`src/rtl/core_mem_pkg.sv`:
```
// Core memory definitions
package core_mem_pkg;

    // physical address of RAM word 0
    localparam logic [63:0] DRAM_BASE = 64'h8000_0000;

    // RAM geometry, 64-bit words
    localparam int unsigned MEM_WORDS = 1024;
    localparam int unsigned MEM_AW    = $clog2(MEM_WORDS);

    // byte offset bits inside one 64-bit word
    localparam int unsigned WORD_OFF_W = 3;

    // size of the mapped window in bytes
    localparam int unsigned MEM_BYTES = MEM_WORDS << WORD_OFF_W;

    // data port split address: index is sent with the request
    localparam int unsigned INDEX_W = 12;

    // the tag follows in a later cycle and carries the upper bits
    localparam int unsigned TAG_W = 44;

    // full data physical address
    localparam int unsigned PADDR_W = TAG_W + INDEX_W;

    // instruction fetch address width
    localparam int unsigned IADDR_W = 64;

endpackage

```
`src/rtl/instr_port.sv`:
```
// Instruction fetch front end
`timescale 1ns/100ps

module instr_port (
    input  logic                              clk_i,
    input  logic                              rst_n_i,

    // fetch request from the core
    input  logic [core_mem_pkg::IADDR_W-1:0]  addr_i,
    input  logic                              req_i,
    input  logic [3:0]                        be_i,
    output logic                              gnt_o,
    output logic                              rvalid_o,
    output logic [31:0]                       rdata_o,

    // RAM read port
    output logic                              ram_re_o,
    output logic [core_mem_pkg::MEM_AW-1:0]   ram_addr_o,
    input  logic [63:0]                       ram_rdata_i
);

    import core_mem_pkg::*;

    logic [IADDR_W-1:0] offset;
    logic               in_range;
    logic               valid_q;
    logic               half_q;
    logic               range_q;

    // byte offset into the RAM window
    assign offset   = addr_i - DRAM_BASE;
    assign in_range = (addr_i >= DRAM_BASE) && (offset < MEM_BYTES);

    // never stalls, every request is accepted in its own cycle
    assign gnt_o = req_i;

    // be_i is carried for interface compatibility, fetches return the full 32 bits
    assign ram_re_o   = req_i && in_range;
    assign ram_addr_o = offset[WORD_OFF_W +: MEM_AW];

    always_ff @(posedge clk_i or negedge rst_n_i) begin
        if (!rst_n_i) begin
            valid_q <= 1'b0;
        end else begin
            valid_q <= req_i && gnt_o;
        end
    end

    // half select and range flag travel alongside the RAM read
    always_ff @(posedge clk_i) begin
        if (req_i) begin
            half_q  <= addr_i[2];
            range_q <= in_range;
        end
    end

    assign rvalid_o = valid_q;
    assign rdata_o  = !range_q ? 32'h0 :
                      half_q   ? ram_rdata_i[63:32] : ram_rdata_i[31:0];

endmodule

```
`config.mk`:
```
export PLATFORM = sky130hd
export DESIGN_NAME = instr_port
export DESIGN_NICKNAME = d
export VERILOG_FILES = /design/src/rtl/core_mem_pkg.sv /design/src/rtl/instr_port.sv
export SDC_FILE = /design/constraint.sdc
export NUM_CORES = 1
export LEC_CHECK = 0
export BUFFER_PORTS_ARGS = -buffer_cell sky130_fd_sc_hd__buf_2
export CAP_MARGIN = 20
export CORE_MARGIN = 3
export CORE_UTILIZATION = 32
export CTS_BUF_LIST = sky130_fd_sc_hd__clkbuf_4 sky130_fd_sc_hd__clkbuf_8
export DETAILED_ROUTE_END_ITERATION = 6
export HOLD_SLACK_MARGIN = 0.1
export PLACE_DENSITY_LB_ADDON = 0.05
export SLEW_MARGIN = 20
export SYNTH_ARGS = -nofsm -noshare
export SYNTH_HDL_FRONTEND = slang
export SYNTH_SLANG_ARGS = --single-unit
```
`constraint.sdc`:
```
create_clock -name clk_i -period 3.7 [get_ports clk_i]
set_input_delay 0.74 -clock clk_i [delete_from_list [all_inputs] [get_ports clk_i]]
set_output_delay 0.74 -clock clk_i [all_outputs]
set_load 0.02 [all_outputs]
```
Word-level counts from Yosys, hierarchy flattened
Index checks and enable logic that the tools add are counted.
- add/subtract/negate cells: 1
- reductions and logical operators: 2
- mux-type cells: 2
- magnitude comparators: 2
- operator list (kind ; number):
    $ge 64x32->1 const B ; 1
    $lt 64x14->1 const B ; 1
    $mux 32 ; 2
    $sub 64x32->64 const B ; 1
    $logic_and 1x1->1 ; 2
- input bits: 135
- register bits: 3

Depth between registers and ports, before layout
- depth in word-level cells: 4
- gate-level depth with buffers: 9
- gate-level depth less buffers: 9

Worst setup path after synthesis
Ideal clock, no wire load.
- path kind: in2out
- start point: in addr_i[25] (netlist bit)
- end point: out ram_re_o
- stages on the path: 7
- path slack: -0.084 ns
- buffers on the path: 0
- required time: 2.960 ns
- arrival time: 3.044 ns
- cell sequence: or4_4 > a2111oi_4 > nand4_1 > or4_1 > nor3_1 > o2111ai_1 > nor4_2
- longest elaborated chain between the ends: 4
- elaborated cells between the ends (all ways): 5
- classes of those cells: add/sub: 1; order compare: 2; reduce/logical: 2
- ends and longest elaborated chain (what ; RTL line ; RTL):
    start: declaration ; instr_port.sv:9 ; input logic [core_mem_pkg::IADDR_W-1:0] addr_i,
    $sub 64x32->64 ; instr_port.sv:31 ; assign offset = addr_i - DRAM_BASE;
    $lt 64x14->1 ; instr_port.sv:32 ; assign in_range = (addr_i >= DRAM_BASE) && (offset < MEM_BYTES);
    $logic_and 1x1->1 (*) ; instr_port.sv:32 ;
    $logic_and 1x1->1 (*) ; instr_port.sv:38 ; assign ram_re_o = req_i && in_range;
    end: declaration ; instr_port.sv:17 ; output logic ram_re_o,
Mark *: on every way between the ends. The rest lies on a longest branch, timed or not.

Final worst setup path
- start point: in addr_i[22] (netlist bit)
- end point: out ram_re_o
The elaborated chain is that of the path after synthesis.

==> key figures <==
Routing
  • Drt pass-1 iters: 4
  • Vias per cell: a little under 5
  • Avg WL per Cell: 13.9 um
  • Routed Antenna Nets: 0
  • 1st-iter DRT viols: 31
  • Post-Route WL: between 5 and 6 mm
  • Via count: 1901
  • Drc violations: 0

Worst hold path
  • Worst hold path type: input pin to asynchronous set/reset pin

Run status
  • Outcome: finished, violations left
  • Violated checks: setup timing

Power and ir drop
  • Comb pwr share: 61.8%
  • Total power: 0.374 mW
  • Sw Ratio: 37.5%
  • Pwr/cell area: roughly 160 nW/um^2
  • Seq pwr share: 11.3%
  • Share of total power in the clock network: 26.9%
  • VDD IR max: 72.1 uV
  • LEAKAGE: ~1.2 nW
  • Power Internal: 0.234 mW
  • P_sw: between 0.1 and 0.15 mW

Worst setup path
  • Crit end category: primary output
  • CP max-delay cell: or4_4
  • Setup CP Type: input pin to primary output
  • Worst-path fanout max: 2
  • CP Cell Sequence: buf_6 > or4_4 > a2111oi_4 > nand4_1 > or4_4 > nor3_4 > o2111ai_2 > nor4_4 > buf_4
  • Data required time at the worst endpoint: 2.96 ns
  • CP peak stage delay: 0.54 ns
  • CP Data Arrival Time: 2.99 ns
  • CP startpoint kind: input pin
  • Crit-path most repeated cell: or4_4

Placed design
  • Placed Cells: 378
  • GPL Wtd Cong: 0.813
  • Post-detail-place hpwl: 4.69 mm
  • Placed instance area: 2200 um^2
  • I/O Buffers: 153
  • Placement Setup Slack: -0.285 ns

CTS
  • CTS tree: yes
  • Clock transition at the registers of the reported paths: 0.03 ns
  • Hold_buf cts: 0
  • Clk sinks: 3
  • Clock Path Buffers: 2
  • CTS H-Tree Depth: 1
  • CTS root buffer: clkbuf_8
  • CTS Buf Count: 3

Timing
  • Setup TNS: -0.0348 ns
  • Final setup violation count: 1
  • Hold_ws: 0.297 ns
  • Fin crit share: 101%
  • Fmax: 268 MHz
  • Tmin final: ~3.7 ns
  • Worst setup margin: -0.0348 ns
  • RSZ-0062 raised after global routing: true
  • Max-slew violations: 0
  • Final hold violation count: 0
  • Pin slew with the least headroom to its limit: 0.748 ns
  • Rel. slew slack: 50.1%

Global routing
  • GRT Total Usage: 21.8%
  • Initial antenna violation count: 0
  • Vias in the first global route: 1957
  • Largest net degree at the start of global routing: 33
  • First-pass GRT wire length: 8.96 mm
  • Gr ovfl total: 0

Floorplan
  • Die height: 69.6 um
  • Die span in x: about 70 um
  • Core Box Area: 3770 um^2
  • Cell row count: 22
  • I/O Pins: 180
  • Initial Util: 34.3%
  • Die Footprint: ~4800 um^2

Synthesis
  • Yosys warns: 0
  • Ys async rst share: 33.3%
  • Register area share after synthesis: 6.58%
  • Mapped Area: 1290 um^2
  • EDFF count, synth: 2
  • Post-synth net total: 309
  • Netlist cell types: 38
  • Post-Syn Area per Cell: approximately 7.5 um^2
  • Synthesis-stage register bit count: 3
  • Top FF cell, synth: edfxtp_1
  • Post-Syn Instances: 173

Layout
  • Final nets: 472
  • Sequential Area: 85.1 um^2
  • Fin area: roughly 2300 um^2
  • Area growth syn-to-layout: 77.4%
  • Area of the multi-input gates: ~1100 um^2
  • Layout cells sized above 1: a little under three fifths
  • Commonest non-fill, non-tap cell in the layout: buf_2
  • Core Util, Final: between 60% and 70%
  • Layout Cells excl Fill: 383
  • N_diodes: 0
  • Layout fillers: 392
  • Most frequent cells in the layout: buf_2 (151), mux2i_1 (33), nor2b_1 (32)

Run
  • Maximum capacitance violations: 0
## worst max-delay path: cells and delay by family
kind                   cells  cell delay [ns]
AND/OR/NAND/NOR            5             1.60
AO/OA/AOI/OAI              2             0.38
buffers and inverters      2             0.27
## cells by family after synthesis
logic type	Yosys count	synth area share, %
flip-flops	3	6.58
multiplexers	33	25.5
XOR/XNOR	4	2.71
buffers and inverters	24	10.2
adder cells (fa/ha/maj)	1	0.967
AND/OR/NAND/NOR	89	41.9
AO/OA/AOI/OAI	19	12.2
## final timing paths
kind / start / to / slack (ns) / depth (start not counted)
min in group clk_i: req_i / rvalid_o$_DFF_PN0_ / 0.71 / 1
max: addr_i[22] / ram_re_o / -0.03 / 9
min: rst_n_i / rvalid_o$_DFF_PN0_ / 0.30 / 1
max in group asynchronous: rst_n_i / rvalid_o$_DFF_PN0_ / 3.32 / 1
## cells in the mapped netlist (2+ instances only)
master    number  area, um^2
a21boi_0       3        22.5
nand2_1        5        18.8
nor4b_1        2        17.5
inv_1          6        22.5
nor3_1        10        50.1
a211oi_1       2        15.0
buf_1          3        11.3
or4_1          3        22.5
o31ai_1        2        15.0
nor2_1        10        37.5
xor2_1         3        26.3
or3_1          3        18.8
o21ai_0        3        15.0
clkbuf_1       4        15.0
nor4_1         9        56.3
nand3b_1       4        30.0
nor2b_1       32         200
a31oi_1        3        18.8
mux2i_1       33         330
buf_4         11        82.6
edfxtp_1       2        60.1
nand4_1        4        25.0
## cell type report
type / count / share of cell area, %
Multi-Input combinational cell: 146 / 49.3
Timing Repair Buffer: 176 / 41.3
Sequential cell: 3 / 3.71
Tap cell: 48 / 2.62
Clock buffer: 4 / 2.13
Inverter: 6 / 0.981
## per-layer routing
| layer | track usage, % | vias up | share of wire (%) |
|---|---|---|---|
| li1 | - | 959 | - |
| met1 | 24.6 | 861 | 38 |
| met2 | 42.7 | 69 | 55 |
| met3 | 2.61 | 12 | 6.2 |
| met4 | 5.21 | 0 | 1.5 |
| met5 | 0 | - | 0 |
## power groups by stage
stage | sequential [mW] | combinational, mW | clock (mW)
after detailed placement | 0.0426 | 0.229 | 0
after global routing | 0.0431 | 0.254 | 0.108
after floorplan | 0.0401 | 0.131 | 0
after CTS | 0.0422 | 0.231 | 0.103
final | 0.0423 | 0.231 | 0.101
after global placement | 0.0428 | 0.226 | 0
## state kept, by name, summed over array words and instances (netlist names)
name and count:
half_q 1, range_q 1, rvalid_o 1
## what timing repair did
item	in CTS	in global routing
pin swaps	6	4
setup buffers	0	1
resized for setup	2	7
endpoints found under the setup margin	1	1
No activity file was read; power rests on OpenSTA's default activity.
