==> src/rtl/core_mem_pkg.sv <==
// Core memory definitions
package core_mem_pkg;

    // physical address of RAM word 0
    localparam logic [63:0] DRAM_BASE = 64'h8000_0000;

    // RAM geometry, 64-bit words
    localparam int unsigned MEM_WORDS = 1024;
    localparam int unsigned MEM_AW    = $clog2(MEM_WORDS);

    // byte offset bits inside one 64-bit word
    localparam int unsigned WORD_OFF_W = 3;

    // size of the mapped window in bytes
    localparam int unsigned MEM_BYTES = MEM_WORDS << WORD_OFF_W;

    // data port split address: index is sent with the request
    localparam int unsigned INDEX_W = 12;

    // the tag follows in a later cycle and carries the upper bits
    localparam int unsigned TAG_W = 44;

    // full data physical address
    localparam int unsigned PADDR_W = TAG_W + INDEX_W;

    // instruction fetch address width
    localparam int unsigned IADDR_W = 64;

endpackage

==> src/rtl/data_port.sv <==
// Data port front end
`timescale 1ns/100ps

module data_port (
    input  logic                             clk_i,
    input  logic                             rst_n_i,

    // request phase
    input  logic [core_mem_pkg::INDEX_W-1:0] index_i,
    input  logic [63:0]                      wdata_i,
    input  logic                             req_i,
    input  logic                             we_i,
    input  logic [7:0]                       be_i,
    output logic                             gnt_o,

    // tag phase
    input  logic [core_mem_pkg::TAG_W-1:0]   tag_i,
    input  logic                             tag_valid_i,
    input  logic                             kill_i,

    // read response
    output logic                             rvalid_o,
    output logic [63:0]                      rdata_o,

    // RAM read/write port
    output logic                             ram_en_o,
    output logic                             ram_we_o,
    output logic [7:0]                       ram_be_o,
    output logic [core_mem_pkg::MEM_AW-1:0]  ram_addr_o,
    output logic [63:0]                      ram_wdata_o,
    input  logic [63:0]                      ram_rdata_i
);

    import core_mem_pkg::*;

    typedef enum logic {
        IDLE,
        WAIT_TAG
    } state_e;

    state_e state_q;
    state_e state_d;

    // request held while the tag is outstanding
    logic [INDEX_W-1:0] index_q;
    logic               we_q;
    logic [7:0]         be_q;
    logic [63:0]        wdata_q;

    logic [PADDR_W-1:0] paddr;
    logic [PADDR_W-1:0] offset;
    logic               in_range;
    logic               accept;
    logic               tag_hit;

    logic               read_q;
    logic               range_q;

    // idle means ready for a new request
    assign gnt_o  = (state_q == IDLE);
    assign accept = req_i && gnt_o;

    // kill wins over a tag in the same cycle
    assign tag_hit = (state_q == WAIT_TAG) && tag_valid_i && !kill_i;

    // late tag joined with the stored index
    assign paddr    = {tag_i, index_q};
    assign offset   = paddr - PADDR_W'(DRAM_BASE);
    assign in_range = (paddr >= DRAM_BASE) && (offset < MEM_BYTES);

    always_comb begin
        state_d = state_q;
        case (state_q)
            IDLE: begin
                if (req_i) begin
                    state_d = WAIT_TAG;
                end
            end
            WAIT_TAG: begin
                if (tag_valid_i || kill_i) begin
                    state_d = IDLE;
                end
            end
            default: state_d = IDLE;
        endcase
    end

    always_ff @(posedge clk_i or negedge rst_n_i) begin
        if (!rst_n_i) begin
            state_q <= IDLE;
            read_q  <= 1'b0;
        end else begin
            state_q <= state_d;
            // only reads produce a response
            read_q  <= tag_hit && !we_q;
        end
    end

    always_ff @(posedge clk_i) begin
        if (accept) begin
            index_q <= index_i;
            we_q    <= we_i;
            be_q    <= be_i;
            wdata_q <= wdata_i;
        end
    end

    // zero-fill select for the returning word
    always_ff @(posedge clk_i) begin
        if (tag_hit) begin
            range_q <= in_range;
        end
    end

    // one RAM access per tag, nothing for out-of-range addresses
    assign ram_en_o    = tag_hit && in_range;
    assign ram_we_o    = we_q;
    assign ram_be_o    = be_q;
    assign ram_addr_o  = offset[WORD_OFF_W +: MEM_AW];
    assign ram_wdata_o = wdata_q;

    assign rvalid_o = read_q;
    assign rdata_o  = range_q ? ram_rdata_i : 64'h0;

endmodule

==> config.mk <==
export PLATFORM = sky130hd
export DESIGN_NAME = data_port
export DESIGN_NICKNAME = d
export VERILOG_FILES = /design/src/rtl/core_mem_pkg.sv /design/src/rtl/data_port.sv
export SDC_FILE = /design/constraint.sdc
export NUM_CORES = 1
export LEC_CHECK = 0
export BUFFER_PORTS_ARGS = -buffer_cell sky130_fd_sc_hd__buf_2
export CORE_AREA = 5 5 133 135
export CTS_BUF_LIST = sky130_fd_sc_hd__clkbuf_8
export CTS_CLUSTER_DIAMETER = 80
export CTS_CLUSTER_SIZE = 8
export DETAILED_ROUTE_END_ITERATION = 12
export DIE_AREA = 0 0 138 140
export GPL_TIMING_DRIVEN = 0
export HOLD_SLACK_MARGIN = 0.03
export SLEW_MARGIN = 20
export SYNTH_ARGS = -nofsm -noshare
export SYNTH_HDL_FRONTEND = slang
export SYNTH_SLANG_ARGS = --single-unit
==> constraint.sdc <==
create_clock -name clk_i -period 6.2 [get_ports clk_i]
set_input_delay 0.31 -clock clk_i [delete_from_list [all_inputs] [get_ports clk_i]]
set_output_delay 0.31 -clock clk_i [all_outputs]
set_load 0.03 [all_outputs]
Word-level counts from Yosys, hierarchy flattened
Index checks and enable logic that the tools add are counted.

Add/subtract/negate cells: 1. Order comparisons: 2. Multiplexer cells: 4. Bitwise logic cells: 1. Reductions and logical operators: 9.

Operator list (count): two-way mux 64 bit (1); >= comparator 56 x 32 -> 1 bit (second input constant) (1); < comparator 56 x 14 -> 1 bit (second input constant) (1); subtractor 56 x 32 -> 56 bit (second input constant) (1); logical AND 1 bit (6); logical NOT 1 bit (2); two-way mux 1 bit (2); case mux 1 bit (2 select lines) (1); logical OR 1 bit (1); NOT 1 bit (1).

Register bits: 88. Input port bits: 198. Output and inout port bits: 150. Logic and storage cells: 24.

Logic depth before layout (Yosys ltp)
Depth in word-level cells: 4. Mapped depth: 8. Depth with buffers taken out: 8.

Worst setup path after synthesis
Ideal clock, no wire load.

Path kind: register -> register. Start point: register state_q. End point: register index_q[10] (enable). Setup time: 534 ps. Arrival time: 4053 ps. Data required time: 5666 ps. Setup slack: 1613 ps. Cell stages (with the launch flop): 2. Buffers on the path: 0. Period minus slack after synthesis: 4587 ps. Cell sequence: dfrtp_1 nor2b_1.

Cells in the longest elaborated chain, start to end: 2.

Ends and longest elaborated chain: start: declaration (RTL line data_port.sv:41) `state_e state_q;`; start signal: assignment (RTL line data_port.sv:93) `state_q <= state_d;`; NOT 1 bit (RTL line data_port.sv:60) `assign gnt_o = (state_q == IDLE);`; logical AND 1 bit (RTL line data_port.sv:61) `assign accept = req_i && gnt_o;`; net accept (RTL line data_port.sv:53) `logic accept;`; end signal: assignment (RTL line data_port.sv:101) `index_q <= index_i;`; end: declaration (RTL line data_port.sv:45) `logic [INDEX_W-1:0] index_q;`.

The timed path passes the listed nets, and every way through them passes these cells. A chain may end at the register's enable or synchronous reset.

Worst setup path in the final report
Start point: input port tag_i[22] in the netlist's numbering. End point: output port ram_en_o.

Cells in the longest elaborated chain, start to end: 4. Elaborated cells between the ends (all ways): 5. Classes of those cells: add/sub: 1; order compare: 2; reduce/logical: 2.

Ends and longest elaborated chain: start: declaration (RTL line data_port.sv:17) `input logic [core_mem_pkg::TAG_W-1:0] tag_i,`; subtractor 56 x 32 -> 56 bit (RTL line data_port.sv:68) `assign offset = paddr - PADDR_W'(DRAM_BASE);`; < comparator 56 x 14 -> 1 bit (RTL line data_port.sv:69) `assign in_range = (paddr >= DRAM_BASE) && (offset < MEM_BYTES);`; logical AND 1 bit * (RTL line data_port.sv:69); logical AND 1 bit * (RTL line data_port.sv:116) `assign ram_en_o = tag_hit && in_range;`; end: declaration (RTL line data_port.sv:26) `output logic ram_en_o,`.

Mark *: on every way between the ends. The rest lies on a longest branch, timed or not.

==> impl_metrics.yaml <==
timing:
  slew_headroom_pct: 63.5
  fin_crit_sh_pct: 42.6
  fin_skew_ns: 0.0176
  tightest_slew_ns: 0.542
  tns_ns: 0
  holdWs_ns: 0.116
  max_freq_ghz: 0.378
  maxSlewViolCount: 0
  rsz0062_at_grt: "no"
  period_needed_ns: 2.64
  hold_viol: 0
  setup_viol: 0
logic_synthesis:
  synth_top_area_cell: "edfxtp_1"
  synth_top_area_share_pct: 71.2
  syn_area_per_cell_um2: 15.1
  yosysWarnings: 0
  synth_cell_type_count: 39
  ys_ff_latch: 85
  synth-edff-count: 83
  synth_commonest_cells: "edfxtp_1 (83), and2_1 (64), buf_4 (10), nor3_1 (8)"
  yosysMostFrequentCell: "edfxtp_1"
  synth_fp_nets: 431
  yosysSeqAreaShare_pct: 72.7
  synth_top_flop_cell: "edfxtp_1"
  ys_async_sr_fraction_pct: 2.35
  synth_area_um2: 3500
  netlist_instances: 232
  synth.area.top_cells: "edfxtp_1 (71%), and2_1 (11%), buf_4 (2.1%)"
critical_path:
  r2r_slack_ns: 4.40
  crit_path_max_incr_delay_ns: 0.55
  worstSetupStartpointType: "primary input"
  worstPathArrival_ns: 2.33
  crit_path_frequent_cell: "buf_2"
  r2r_start: "state_q"
  r2r_cells: 4
  crit_chain: "buf_2 -> or4_4 -> nor4_4 -> nand3_2 -> a221oi_2 -> nand4_1 -> nor3_2 -> buf_2"
  crit_path_end_kind: "output port"
  critPathRequiredTime_ns: 5.89
  worstPathMaxFanout: 6
  crit_type: "in -> out"
  rr_endpoint: "index_q[5]"
  slowest_stage: "or4_4"
cells_and_area:
  area_growth_pct: 65.5
  drive_above_1_share_pct: 64.4
  final_net_count: 789
  layoutNonFillerInstCount: 816
  final_core_util_pct: 35.4
grt:
  grt_antenna_before_repair: 4
  grt_remaining_overflow: 0
  grt_usage_pct: 14.0
  grt_pass1_wl_mm: 20.7
  grt_pass1_vias: 3559
  grt_max_degree: 28
placed_design:
  placed_cells: 798
  post-dp-hpwl_mm: 12.0
  io_buffer_count: 343
  place.gp.congestion: 0.914
power:
  ir_drop_uv: 150
  p_leak_nw: 2.70
  powerDensity_nw_per_um2: 245
floorplan:
  placementRows: 47
  start_util_pct: 21.4
  core-area_um2: 16300
  die_x_um: 138
  die_area_um2: 19300
  io_pins: 348
  die_y_um: 140
route:
  via_count: 3320
  ant_nets: 0
  vias_per_cell: 4.07
  wirelength_mm: 14.1
  firstDrtPassIters: 4
  initialDrtViolationCount: 77
  drcViolationCount: 0
  wl_per_cell_um: 17.3
cts:
  cts_tree: "done"
  htreeDepth: 3
  clkLatencyLatePin_ns: 0.36
  post_cts_resized: 0
  cts.path.max_buffers: 2
  cts_sinks: 85
  cts_made_buffers: 9
  cts-root-buf: "clkbuf_8"
  clk_pin_slew_ns: 0.10
job:
  maxCapViolCount: 0
hold_path:
  min_path_type: "in -> reg"
  hold_start: "wdata_i[31]"
  hold_path_depth: 1
  min_to: "ram_wdata_o[31]"
run_status:
  outcome: "finished clean"
[power breakdown]
part           internal [mW]  switching [mW]  total [mW]
sequential             0.674         0.00974       0.684
clock                  0.191           0.219       0.411
combinational          0.114           0.210       0.324
[worst max path at each step]
| stage | start | end | cells after the start |
|---|---|---|---|
| after CTS | tag_i[22] | ram_en_o | 8 |
| after floorplan | state_q | index_q[10] | 1 |
| final | tag_i[22] | ram_en_o | 8 |
| after detailed placement | tag_i[22] | ram_en_o | 8 |
| after global routing | tag_i[22] | ram_en_o | 8 |
| after global placement | req_i | index_q[11] | 2 |
[timing repair]
action | in CTS | in global routing
hold endpoints to repair | 2 | 0
buffers inserted | 0 | 0
hold buffers | 1 | 0
[logic make-up after synthesis]
family	count (synthesis)	synth area share, %
AO/OA/AOI/OAI	10	2.40
buffers and inverters	21	3.36
multiplexers	1	0.286
adder cells (fa/ha/maj)	1	0.358
XOR/XNOR	2	0.501
AND/OR/NAND/NOR	112	20.4
flip-flops	85	72.7
[placed cells by master (no fill, tap or decap), types with 3 or more instances in the layout]
cell	instances
clkbuf_1	6
nand3_1	3
nor4_1	7
nor4b_1	3
inv_1	4
buf_4	10
and2_1	64
nand3b_1	3
nand4_1	3
edfxtp_1	83
nor2_1	7
buf_2	344
nor3_1	8
clkbuf_8	9
[area by class of cell]
class,count,area (um^2)
fillers,1676,10600
flip-flops and latches,85,2540
repair buffers,347,1800
multi-input cells,126,846
well taps,220,275
clock buffers,9,124
plain buffers,17,103
clock inverters,7,78.8
inverters,4,15.0
diodes,1,2.50
[flip-flops by register name (all words and copies together), names as in the netlist]
name / cells
ram_wdata_o: 64
index_q: 9
ram_be_o: 8
ram_we_o: 1
range_q: 1
rvalid_o: 1
state_q: 1
[through the flow]
step                      area (um^2)  worst slack, ns  power (mW)
final                            5790             3.56        1.42
after global routing             5790             3.43        1.49
after CTS                        5790             3.52        1.45
after detailed placement         5570             3.52        1.02
after global placement           5490          -0.0742        1.02
after floorplan                  3500             1.61       0.877
[critical path, delay by kind of cell]
kind,cells,cell delay (ns)
buffers and inverters,2,0.34
AOI/OAI and AO/OA,1,0.27
and+or+nand+nor,5,1.40
[metal layers]
metal,GRT usage [%],vias to the layer above,wire length [um]
met2,24.0,221,7030
met1,14.4,1500,5000
met3,6.71,35,1570
met4,6.50,4,487
met5,0,-,27
li1,-,1560,-
No activity file was read; power rests on OpenSTA's default activity.
